===== src/mdu_config.svh =====
/* mdu configuration
   data, rob index and physical register widths */

`ifndef MDU_CONFIG_SVH
`define MDU_CONFIG_SVH

// datapath width, the arithmetic units assume 32
`define MDU_XLEN   32

// tag widths toward rob and register file
`define MDU_ROB_W  6
`define MDU_PREG_W 6

`endif


===== src/mdu_pkg.sv =====
/* mdu shared types
   opcodes, pipe states and the packed issue, writeback and unit structs */

`include "mdu_config.svh"

package mdu_pkg;

  typedef enum logic [1:0] {
    MDU_MUL  = 2'd0,  // low word of product
    MDU_MULH = 2'd1,  // high word of product
    MDU_DIV  = 2'd2,
    MDU_MOD  = 2'd3
  } mdu_op_e;

  typedef enum logic {
    IDLE = 1'b0,  // stage 1 empty or result ready
    WAIT = 1'b1   // unit busy
  } mdu_state_e;

  // ================================================
  // issue and writeback
  // ================================================
  typedef struct packed {
    logic                   valid;
    mdu_op_e                op;
    logic                   is_signed;
    logic [`MDU_XLEN-1:0]   src0;
    logic [`MDU_XLEN-1:0]   src1;
    logic                   pdest_valid;
    logic [`MDU_PREG_W-1:0] pdest;
    logic [`MDU_ROB_W-1:0]  rob_idx;
  } mdu_exe_t;

  typedef struct packed {
    logic                   valid;
    logic                   we;     // from pdest_valid
    logic [`MDU_PREG_W-1:0] pdest;
    logic [`MDU_XLEN-1:0]   wdata;
    logic [`MDU_ROB_W-1:0]  rob_idx;
  } mdu_wb_t;

  // ================================================
  // unit side
  // ================================================
  typedef struct packed {
    logic                 valid;        // start pulse
    logic                 is_signed;
    logic [`MDU_XLEN-1:0] multiplicand;
    logic [`MDU_XLEN-1:0] multiplier;
  } mult_req_t;

  typedef struct packed {
    logic                 valid;   // one cycle
    logic                 ready;   // unit idle
    logic [`MDU_XLEN-1:0] res_lo;
    logic [`MDU_XLEN-1:0] res_hi;
  } mult_rsp_t;

  typedef struct packed {
    logic                 valid;
    logic                 is_signed;
    logic [`MDU_XLEN-1:0] dividend;
    logic [`MDU_XLEN-1:0] divisor;
  } div_req_t;

  typedef struct packed {
    logic                 valid;
    logic                 ready;
    logic [`MDU_XLEN-1:0] quotient;
    logic [`MDU_XLEN-1:0] remainder;
  } div_rsp_t;

endpackage


===== src/mdu_multiplier.sv =====
/* two stage 32x32 multiplier
   signed or unsigned, returns low and high product words */

`timescale 1ns/1ps
`include "mdu_config.svh"

module mdu_multiplier (
  input  logic               clk,
  input  logic               rst_n,
  input  logic               flush_i,
  input  mdu_pkg::mult_req_t req_i,
  output mdu_pkg::mult_rsp_t rsp_o
);

  logic                       v1_q;   // operands held
  logic                       v2_q;   // product held
  logic                       start;
  logic signed [`MDU_XLEN:0]  a_q;    // 33 bit, extended
  logic signed [`MDU_XLEN:0]  b_q;
  logic signed [2*`MDU_XLEN+1:0] full;
  logic [2*`MDU_XLEN-1:0]     prod_q;

  assign start = req_i.valid & ~v1_q & ~v2_q;  // only taken while idle
  assign full  = a_q * b_q;

  // ================================================
  // stage valids
  // ================================================
  always_ff @(posedge clk or negedge rst_n) begin
    if (!rst_n) begin
      v1_q <= 1'b0;
      v2_q <= 1'b0;
    end else if (flush_i) begin
      v1_q <= 1'b0;  // drop both stages
      v2_q <= 1'b0;
    end else begin
      v1_q <= start;
      v2_q <= v1_q;  // one cycle pulse
    end
  end

  // operand and product registers
  always_ff @(posedge clk) begin
    if (start) begin
      a_q <= {req_i.is_signed & req_i.multiplicand[`MDU_XLEN-1], req_i.multiplicand};
      b_q <= {req_i.is_signed & req_i.multiplier[`MDU_XLEN-1], req_i.multiplier};
    end
    if (v1_q) prod_q <= full[2*`MDU_XLEN-1:0];  // upper bits are sign copies
  end

  always_comb begin
    rsp_o.valid  = v2_q;
    rsp_o.ready  = ~v1_q & ~v2_q;
    rsp_o.res_lo = prod_q[`MDU_XLEN-1:0];
    rsp_o.res_hi = prod_q[2*`MDU_XLEN-1:`MDU_XLEN];
  end

endmodule


===== src/mdu_divider.sv =====
/* radix-2 restoring divider
   works on magnitudes, fixes signs and corner cases in a final cycle */

`timescale 1ns/1ps
`include "mdu_config.svh"

module mdu_divider (
  input  logic              clk,
  input  logic              rst_n,
  input  logic              flush_i,
  input  mdu_pkg::div_req_t req_i,
  output mdu_pkg::div_rsp_t rsp_o
);

  typedef enum logic [1:0] {
    IDLE,
    RUN,   // one quotient bit per cycle
    FIX    // signs and corner results
  } div_state_e;

  localparam logic [`MDU_XLEN-1:0] MOST_NEG = {1'b1, {(`MDU_XLEN-1){1'b0}}};

  div_state_e           state_q;
  logic [4:0]           cnt_q;      // iterations left
  logic                 valid_q;
  logic                 start;
  logic                 a_neg, b_neg;
  logic [`MDU_XLEN-1:0] a_abs, b_abs;
  logic [`MDU_XLEN-1:0] rem_q;      // partial remainder
  logic [`MDU_XLEN-1:0] quo_q;      // dividend bits shift out, quotient bits in
  logic [`MDU_XLEN-1:0] dvs_q;      // divisor magnitude
  logic [`MDU_XLEN-1:0] dvd_q;      // original dividend
  logic                 neg_quo_q, neg_rem_q, div0_q, ovf_q;
  logic [`MDU_XLEN:0]   rem_sh;
  logic [`MDU_XLEN:0]   diff;
  logic [`MDU_XLEN-1:0] quo_out_q, rem_out_q;

  always_comb begin
    start  = (state_q == IDLE) & req_i.valid;
    a_neg  = req_i.is_signed & req_i.dividend[`MDU_XLEN-1];
    b_neg  = req_i.is_signed & req_i.divisor[`MDU_XLEN-1];
    a_abs  = a_neg ? -req_i.dividend : req_i.dividend;
    b_abs  = b_neg ? -req_i.divisor : req_i.divisor;
    rem_sh = {rem_q, quo_q[`MDU_XLEN-1]};  // shift in next dividend bit
    diff   = rem_sh - {1'b0, dvs_q};        // msb set means restore
  end

  // ================================================
  // control
  // ================================================
  always_ff @(posedge clk or negedge rst_n) begin
    if (!rst_n) begin
      state_q <= IDLE;
      cnt_q   <= '0;
      valid_q <= 1'b0;
    end else if (flush_i) begin
      state_q <= IDLE;
      cnt_q   <= '0;
      valid_q <= 1'b0;
    end else begin
      valid_q <= 1'b0;
      case (state_q)
        IDLE: if (start) begin
          state_q <= RUN;
          cnt_q   <= 5'd31;
        end
        RUN: begin
          cnt_q <= cnt_q - 5'd1;
          if (cnt_q == 5'd0) state_q <= FIX;
        end
        FIX: begin
          state_q <= IDLE;
          valid_q <= 1'b1;  // result pulse
        end
        default: state_q <= IDLE;
      endcase
    end
  end

  // datapath
  always_ff @(posedge clk) begin
    if (start) begin
      rem_q     <= '0;
      quo_q     <= a_abs;
      dvs_q     <= b_abs;
      dvd_q     <= req_i.dividend;
      neg_quo_q <= a_neg ^ b_neg;
      neg_rem_q <= a_neg;  // remainder follows dividend
      div0_q    <= (req_i.divisor == '0);
      ovf_q     <= req_i.is_signed & (req_i.dividend == MOST_NEG) & (&req_i.divisor);
    end
    if (state_q == RUN) begin
      if (!diff[`MDU_XLEN]) begin
        rem_q <= diff[`MDU_XLEN-1:0];
        quo_q <= {quo_q[`MDU_XLEN-2:0], 1'b1};
      end else begin
        rem_q <= rem_sh[`MDU_XLEN-1:0];
        quo_q <= {quo_q[`MDU_XLEN-2:0], 1'b0};
      end
    end
    if (state_q == FIX) begin
      if (div0_q) begin
        quo_out_q <= '1;
        rem_out_q <= dvd_q;
      end else if (ovf_q) begin
        quo_out_q <= dvd_q;
        rem_out_q <= '0;
      end else begin
        quo_out_q <= neg_quo_q ? -quo_q : quo_q;
        rem_out_q <= neg_rem_q ? -rem_q : rem_q;
      end
    end
  end

  always_comb begin
    rsp_o.valid     = valid_q;
    rsp_o.ready     = (state_q == IDLE);
    rsp_o.quotient  = quo_out_q;
    rsp_o.remainder = rem_out_q;
  end

endmodule


===== src/mdu_pipe.sv =====
/* mdu issue pipe
   holds one op in stage 1, starts a unit and presents the result for writeback */

`timescale 1ns/1ps
`include "mdu_config.svh"

module mdu_pipe (
  input  logic               clk,
  input  logic               rst_n,
  input  logic               flush_i,
  input  mdu_pkg::mdu_exe_t  exe_i,
  output logic               ready_o,
  output mdu_pkg::mdu_wb_t   wb_o,
  input  logic               wb_ready_i,
  output mdu_pkg::mult_req_t mult_req_o,
  input  mdu_pkg::mult_rsp_t mult_rsp_i,
  output mdu_pkg::div_req_t  div_req_o,
  input  mdu_pkg::div_rsp_t  div_rsp_i
);

  mdu_pkg::mdu_state_e  state_q;
  mdu_pkg::mdu_exe_t    s1_q;         // op payload, valid kept apart
  logic                 s1_valid_q;
  logic                 start_q;      // first WAIT cycle
  logic                 res_valid_q;
  logic [`MDU_XLEN-1:0] res_q;
  logic                 is_mul;
  logic                 rsp_pulse;
  logic                 wb_fire;
  logic                 accept;

  // ================================================
  // handshakes
  // ================================================
  always_comb begin
    is_mul    = (s1_q.op == mdu_pkg::MDU_MUL) | (s1_q.op == mdu_pkg::MDU_MULH);
    rsp_pulse = (state_q == mdu_pkg::WAIT) & (is_mul ? mult_rsp_i.valid : div_rsp_i.valid);

    wb_o.valid   = s1_valid_q & res_valid_q;
    wb_o.we      = s1_q.pdest_valid;
    wb_o.pdest   = s1_q.pdest;
    wb_o.wdata   = res_q;
    wb_o.rob_idx = s1_q.rob_idx;
    wb_fire      = wb_o.valid & wb_ready_i;

    // empty, or drained this edge with both units idle
    ready_o = ~flush_i &
              (~s1_valid_q | (wb_fire & mult_rsp_i.ready & div_rsp_i.ready));
    accept  = exe_i.valid & ready_o;
  end

  // request building, operands straight from stage 1
  always_comb begin
    mult_req_o.valid        = start_q & is_mul;
    mult_req_o.is_signed    = s1_q.is_signed;
    mult_req_o.multiplicand = s1_q.src0;
    mult_req_o.multiplier   = s1_q.src1;

    div_req_o.valid     = start_q & ~is_mul;
    div_req_o.is_signed = s1_q.is_signed;
    div_req_o.dividend  = s1_q.src0;
    div_req_o.divisor   = s1_q.src1;
  end

  // ================================================
  // control state
  // ================================================
  always_ff @(posedge clk or negedge rst_n) begin
    if (!rst_n) begin
      state_q     <= mdu_pkg::IDLE;
      s1_valid_q  <= 1'b0;
      start_q     <= 1'b0;
      res_valid_q <= 1'b0;
    end else if (flush_i) begin
      state_q     <= mdu_pkg::IDLE;  // cancel op in flight
      s1_valid_q  <= 1'b0;
      start_q     <= 1'b0;
      res_valid_q <= 1'b0;
    end else begin
      start_q <= accept;
      if (accept) begin
        s1_valid_q  <= 1'b1;
        res_valid_q <= 1'b0;
        state_q     <= mdu_pkg::WAIT;
      end else begin
        if (wb_fire) begin
          s1_valid_q  <= 1'b0;
          res_valid_q <= 1'b0;
        end
        if (rsp_pulse) begin
          state_q     <= mdu_pkg::IDLE;
          res_valid_q <= 1'b1;  // held until writeback
        end
      end
    end
  end

  // stage 1 payload and result latch
  always_ff @(posedge clk) begin
    if (accept) s1_q <= exe_i;
    if (rsp_pulse) begin
      case (s1_q.op)
        mdu_pkg::MDU_MUL:  res_q <= mult_rsp_i.res_lo;
        mdu_pkg::MDU_MULH: res_q <= mult_rsp_i.res_hi;
        mdu_pkg::MDU_DIV:  res_q <= div_rsp_i.quotient;
        default:           res_q <= div_rsp_i.remainder;
      endcase
    end
  end

endmodule


===== src/mdu_top.sv =====
/* mdu top level
   pipe next to the multiplier and divider */

`timescale 1ns/1ps

module mdu_top (
  input  logic              clk,
  input  logic              rst_n,
  input  logic              flush_i,
  input  mdu_pkg::mdu_exe_t exe_i,
  output logic              ready_o,
  output mdu_pkg::mdu_wb_t  wb_o,
  input  logic              wb_ready_i
);

  mdu_pkg::mult_req_t mult_req;
  mdu_pkg::mult_rsp_t mult_rsp;
  mdu_pkg::div_req_t  div_req;
  mdu_pkg::div_rsp_t  div_rsp;

  mdu_pipe u_pipe (
    .clk        (clk),
    .rst_n      (rst_n),
    .flush_i    (flush_i),
    .exe_i      (exe_i),
    .ready_o    (ready_o),
    .wb_o       (wb_o),
    .wb_ready_i (wb_ready_i),
    .mult_req_o (mult_req),
    .mult_rsp_i (mult_rsp),
    .div_req_o  (div_req),
    .div_rsp_i  (div_rsp)
  );

  // flush also empties both units
  mdu_multiplier u_mult (
    .clk     (clk),
    .rst_n   (rst_n),
    .flush_i (flush_i),
    .req_i   (mult_req),
    .rsp_o   (mult_rsp)
  );

  mdu_divider u_div (
    .clk     (clk),
    .rst_n   (rst_n),
    .flush_i (flush_i),
    .req_i   (div_req),
    .rsp_o   (div_rsp)
  );

endmodule


===== config.mk =====
export PLATFORM = sky130hd
export DESIGN_NAME = mdu_top
export DESIGN_NICKNAME = d
export VERILOG_FILES = /design/src/mdu_pkg.sv /design/src/mdu_multiplier.sv /design/src/mdu_divider.sv /design/src/mdu_pipe.sv /design/src/mdu_top.sv
export VERILOG_INCLUDE_DIRS = /design/src /design/src/src
export SDC_FILE = /design/constraint.sdc
export NUM_CORES = 2
export LEC_CHECK = 0
export ABC_CLOCK_PERIOD_IN_PS = 11450
export BUFFER_PORTS_ARGS = -buffer_cell sky130_fd_sc_hd__buf_2
export CAP_MARGIN = 15
export CELL_PAD_IN_SITES_DETAIL_PLACEMENT = 0
export CELL_PAD_IN_SITES_GLOBAL_PLACEMENT = 2
export CORE_ASPECT_RATIO = 0.8
export CORE_MARGIN = 1.5
export CORE_UTILIZATION = 44
export DETAILED_ROUTE_END_ITERATION = 12
export PLACE_DENSITY_LB_ADDON = 0.1
export SETUP_SLACK_MARGIN = 0.4
export SLEW_MARGIN = 40
export SYNTH_ARGS = -nofsm -noshare
export SYNTH_HDL_FRONTEND = slang
export SYNTH_SLANG_ARGS = --single-unit

===== constraint.sdc =====
create_clock -name clk -period 11.45 [get_ports clk]
set_input_delay 1.7175 -clock clk [delete_from_list [all_inputs] [get_ports clk]]
set_output_delay 1.7175 -clock clk [all_outputs]
set_load 0.05 [all_outputs]

### Word-level counts from Yosys, hierarchy flattened

Cells that the tools add are included.

* input port bits: 85
* output and inout bits: 47
* register bits: 452
* word-level logic and storage cells: 117

* bitwise logic cells: 25
* reduce and logical (&&, ||, !) cells: 12
* muxes and demuxes: 36
* equality and inequality tests: 7
* $mul: 1
* $add $sub $neg: 6

Operators by type and width (count)
* $mux 32: 12
* $neg 32->32: 4
* $pmux 32 s3: 1
* $mul 33x33->64: 1
* $sub 33x32->33: 1
* $eq 32x32->1 const B: 1
* $logic_not 32->1: 1
* $reduce_and 32->1: 1
* $and 1x1->1: 17
* $mux 1: 16
* $mux 5: 2
* $pmux 5 s2: 1
* $reduce_bool 3->1: 3
* $mux 2: 3
* $ne 3x2->1 const B: 2
* $logic_not 5->1: 1
* $not 1->1: 5
* $sub 5x1->5 const B: 1
* $eq 2x1->1 const B: 2
* $eq 2x2->1 const B: 2
* $logic_not 2->1: 2
* $pmux 2 s2: 1
* $reduce_and 2->1: 2
* $reduce_bool 4->1: 1
* other kinds (3): 4

### Depth between registers and ports, before layout

* depth in word-level cells: 9
* depth in mapped cells: 29
* mapped depth without buffers: 27

### Hierarchy

Synthesis repeated with hierarchy kept, for this count alone.

* cells, all modules: 5771
* area, all modules: 59833.6 um^2

By module, submodules not included
* mdu_multiplier: area each 42090.4 um^2, sequential area each 3953.8 um^2, cells each 4241, instances 1
* mdu_divider: area each 12276.8 um^2, sequential area each 6085.8 um^2, cells each 1212, instances 1
* mdu_pipe: area each 5466.5 um^2, sequential area each 3463.3 um^2, cells each 318, instances 1

### Worst setup path before layout

No wires, ideal clock.

* path kind: register to register
* from: register u_mult.v1_q
* to: register u_mult.a_q[0] (enable)
* cell stages (with the launch flop): 2
* slack: 2.489 ns
* path buffers: 0
* data arrival time: 8.282 ns
* clock period less this slack: 8.961 ns
* setup time: 0.679 ns
* required time: 10.771 ns
* cell sequence: dfrtp_1 -> nor4b_1

* longest elaborated chain between the ends: 3

Ends and longest elaborated chain
* from (decl): line mdu_multiplier.sv:15 `logic v1_q;`
* from (signal assigned): line mdu_multiplier.sv:37 `v1_q <= start;`
* $not 1->1: line mdu_multiplier.sv:23 `assign start = req_i.valid & ~v1_q & ~v2_q;`
* $and 1x1->1 (2 in series): line mdu_multiplier.sv:23
* named net u_mult.start: line mdu_multiplier.sv:17 `logic start;`
* to (signal assigned): line mdu_multiplier.sv:45 `` a_q <= {req_i.is_signed & req_i.multiplicand[`MDU_XLEN-1], req_i.multiplicand}; ``
* to (decl): line mdu_multiplier.sv:18 `` logic signed [`MDU_XLEN:0] a_q; ``

The timed path passes the listed nets, and every way through them passes these cells.
A chain may end at the register's enable or synchronous reset.

### Worst setup path after layout

* from: register u_mult.b_q[0]
* to: register u_mult.prod_q[62] (data pin)

* longest elaborated chain between the ends: 1

Ends and longest elaborated chain
* from (decl): line mdu_multiplier.sv:19 `` logic signed [`MDU_XLEN:0] b_q; ``
* from (signal assigned): line mdu_multiplier.sv:46 `` b_q <= {req_i.is_signed & req_i.multiplier[`MDU_XLEN-1], req_i.multiplier}; ``
* $mul 33x33->64: line mdu_multiplier.sv:24 `assign full = a_q * b_q;`
* named net u_mult.full[62]: line mdu_multiplier.sv:20 `` logic signed [2*`MDU_XLEN+1:0] full; ``
* to (signal assigned): line mdu_multiplier.sv:48 `` if (v1_q) prod_q <= full[2*`MDU_XLEN-1:0]; ``
* to (decl): line mdu_multiplier.sv:21 `` logic [2*`MDU_XLEN-1:0] prod_q; ``

The timed path passes the listed nets, and every way through them passes these cells.

==> results.cfg <==
[critical_path]
critPathMaxFanout = 33
crit_family = adder cells
crit_cells = 26
r2r_start = u_mult.b_q[0]
ff2ff_setup_slack_ns = 2.48
crit_path_frequent_cell = fa_1
critPathCaptureType = flop
worst_setup_path_start_kind = flop
rr_endpoint = u_mult.prod_q[62]
arrival_ns = 9.32
worstSetupPathType = flop to flop
cp.buffers_inverters = 8
cp_slowest_cell = fa_1
crit_required_ns = 11.80
max_stage_delay_ns = 0.89
r2r.worst_path.cells = 26

[sta]
fin_crit_ns = 8.97
hold_viol = 0
worst_pin_slew_ns = 0.910
maxSlewViolCount = 0
relSlewSlack = 0.391
finalSetupViolCount = 0
setup_ws_ns = 2.48
fmax_mhz = 111
fin_crit_sh = 0.783
setup_tns_ns = 0
finalClockSkew_ns = 0.0360
rsz0062_at_grt = no

[min_path]
worstHoldEndpoint = u_div.cnt_q[0]
hold_class = flop to flop
holdPathStages = 1
hold_start = u_div.cnt_q[0]

[logic_synthesis]
async_reset_ff_frac = 0.0310
yosys-mux-area-fraction = 0.0185
synth-simple-area-share = 0.139
synth_top_family_by_area = adder cells
synth_area_leaders = fa_1 (39%), edfxtp_1 (22%), inv_1 (7.0%)
ys_warn_count = 0
ys_seq_area_frac = 0.231
yosysTopAreaCell = fa_1
synth_edf_count = 438
synth_cells = 5590
synth_most_common_cell = fa_1
synth_top_area_share = 0.385
synth_common_cells = fa_1 (1,126), inv_1 (1,092), nand2_1 (740)
syn-num-nets = 7052
synth_cell_type_count = 69
synthFlopType = edfxtp_1
synth-seq-cells = 452
synth_compound_area_frac = 0.0526
synthAdderAreaFrac = 0.439
avgSynthCellArea_sq_um = 10.5
synth_area_sq_um = 58500
synthXorXnorAreaFrac = 0.0313

[drt]
dr.pass1.iters = 9
drtIter0Drc = 2866
vias = 39059
viasPerCell = 5.28
wl_per_cell_microns = 23.9
ant_nets = 0
totalWireLength_microns = 177000
route.detailed.drc = 6

[floorplanning]
design.core.area_sq_um = 132000
die_width_microns = 411
ios = 132
placementRows = 119
die_area_sq_um = 135000
start_util = 0.444
die_h_microns = 329

[finish]
fin_nets = 7060
drive_gt1_frac = 0.0669
final_area_sq_um = 62900
area_growth_pct = 7.39

[run_status]
violations = design-rule violations
status = finished, violations left

[clock_network]
cts-hold-fix-buffers = 0
cts_sinks = 452
cts_buffer_depth = 3
post_cts_buffers = 0
clockRootBuffer = clkbuf_16
clk_pin_slew_ns = 0.06
post_cts_resized = 0
clk-insertion-delay-late_ns = 0.62
cts_tree = yes
cts_buffers = 48
htree_num_levels = 2

[job]
max_cap_viol_count = 0

[placed_design]
post_dp_cell_area_sq_um = 61200
numPortBuffers = 131
post-place-ws_ns = 2.59
hpwl_microns = 139000
gp_congestion = 0.888

[grt]
grt_pass1_wl_microns = 272000
antenna_found_initial = 4
grt_max_degree = 74
grt_overflow = 0
grt_usage = 0.270
grt_pass1_vias = 41421
-- state kept, by name (all words and copies together), names as in the netlist, 2 cells and up --
signal and count:
u_div.cnt_q 5, u_div.dvd_q 32, u_div.dvs_q 32, u_div.quo_out_q 32, u_div.quo_q 32, u_div.rem_out_q 32
u_div.rem_q 32, u_div.state_q 2, u_mult.a_q 33, u_mult.b_q 33, u_mult.prod_q 64, u_pipe.div_req_o 65
u_pipe.res_q 32, u_pipe.s1_q 2, u_pipe.wb_o 13
-- cells in the final DEF (no fill, tap or decap), types with 34 or more instances in the layout --
cell       Yosys  final
a21o_1        57     57
a21oi_1      108    108
and2_1       554    554
buf_2          2    131
buf_4         14     94
clkbuf_16      0     49
edfxtp_1     438    438
fa_1        1126   1126
ha_1         251    251
inv_1       1092   1091
mux2i_1       36     36
nand2_1      740    740
nor2_1        69     69
nor2b_1       48     45
nor3_1        35     34
o21ai_0      146    146
xnor2_1       98     98
xor2_1       111    110
-- how the worst max path moves through the flow --
stage                         startpoint           endpoint  slack, ns
after global routing       u_mult.b_q[0]  u_mult.prod_q[62]       1.79
final                      u_mult.b_q[0]  u_mult.prod_q[62]       2.48
after detailed placement  u_mult.a_q[32]  u_mult.prod_q[62]       2.59
after global placement    u_mult.a_q[19]  u_mult.prod_q[57]       2.42
after floorplan              u_mult.v1_q      u_mult.a_q[0]       2.49
after CTS                  u_mult.b_q[0]  u_mult.prod_q[62]       2.53
-- metrics by stage --
step | util | hold WS [ns] | instances
3_5_place_dp | 0.464 | 0.507 | 7300
5_1_grt | 0.477 | 0.542 | 7392
3_3_place_gp | 0.463 | 0.514 | 7292
6_report | 0.477 | 0.518 | 7393
2_1_floorplan | - | 0.466 | 5590
4_1_cts | 0.477 | 0.520 | 7390
-- worst register-to-register path: stages, from the launching register on --
cell and delay [ns]:
edfxtp_1 0.33, buf_4 0.40, nand2_1 0.18, inv_1 0.16
fa_1 0.51, fa_1 0.57, fa_1 0.50, buf_4 0.21
inv_1 0.15, fa_1 0.89, inv_1 0.44, fa_1 0.58
fa_1 0.47, fa_1 0.51, inv_1 0.05, fa_1 0.47
inv_1 0.04, ha_1 0.41, a21o_1 0.23, a21o_1 0.17
a21oi_1 0.13, inv_1 0.07, a2111oi_0 0.28, nand3_1 0.22
a31oi_1 0.32, o21bai_1 0.13, o311a_1 0.29
-- kinds of logic (layout without fill, tap and decap cells) --
logic type      count (synthesis)  count (layout)
simple gates                 1626            1626
buf+inv                      1374            1422
other cells                     0               1
mux                            68              68
compound gates                484             484
flops                         452             452
fa+ha+maj                    1377            1377
xor+xnor                      209             209
-- metal layers --
metal / track usage / wire length [microns] / vias to the layer above
li1: - / - / 17275
met1: 0.412 / 84600 / 20573
met2: 0.421 / 79600 / 1053
met3: 0.0284 / 9120 / 154
met4: 0.0482 / 3350 / 4
met5: 0 / 26 / -
-- cell type report --
cell class / count / area [sq um]
Antenna cell: 1 / 2.50
Clock buffer: 57 / 1260
Clock inverter: 33 / 377
Fill cell: 12457 / 68900
Inverter: 1093 / 4100
Multi-Input combinational cell: 3764 / 39900
Sequential cell: 452 / 13500
Tap cell: 1754 / 2190
Timing Repair Buffer: 239 / 1540
Power is not shown: default switching activity piles up to over one toggle a cycle in this logic, so the estimate is an artifact.
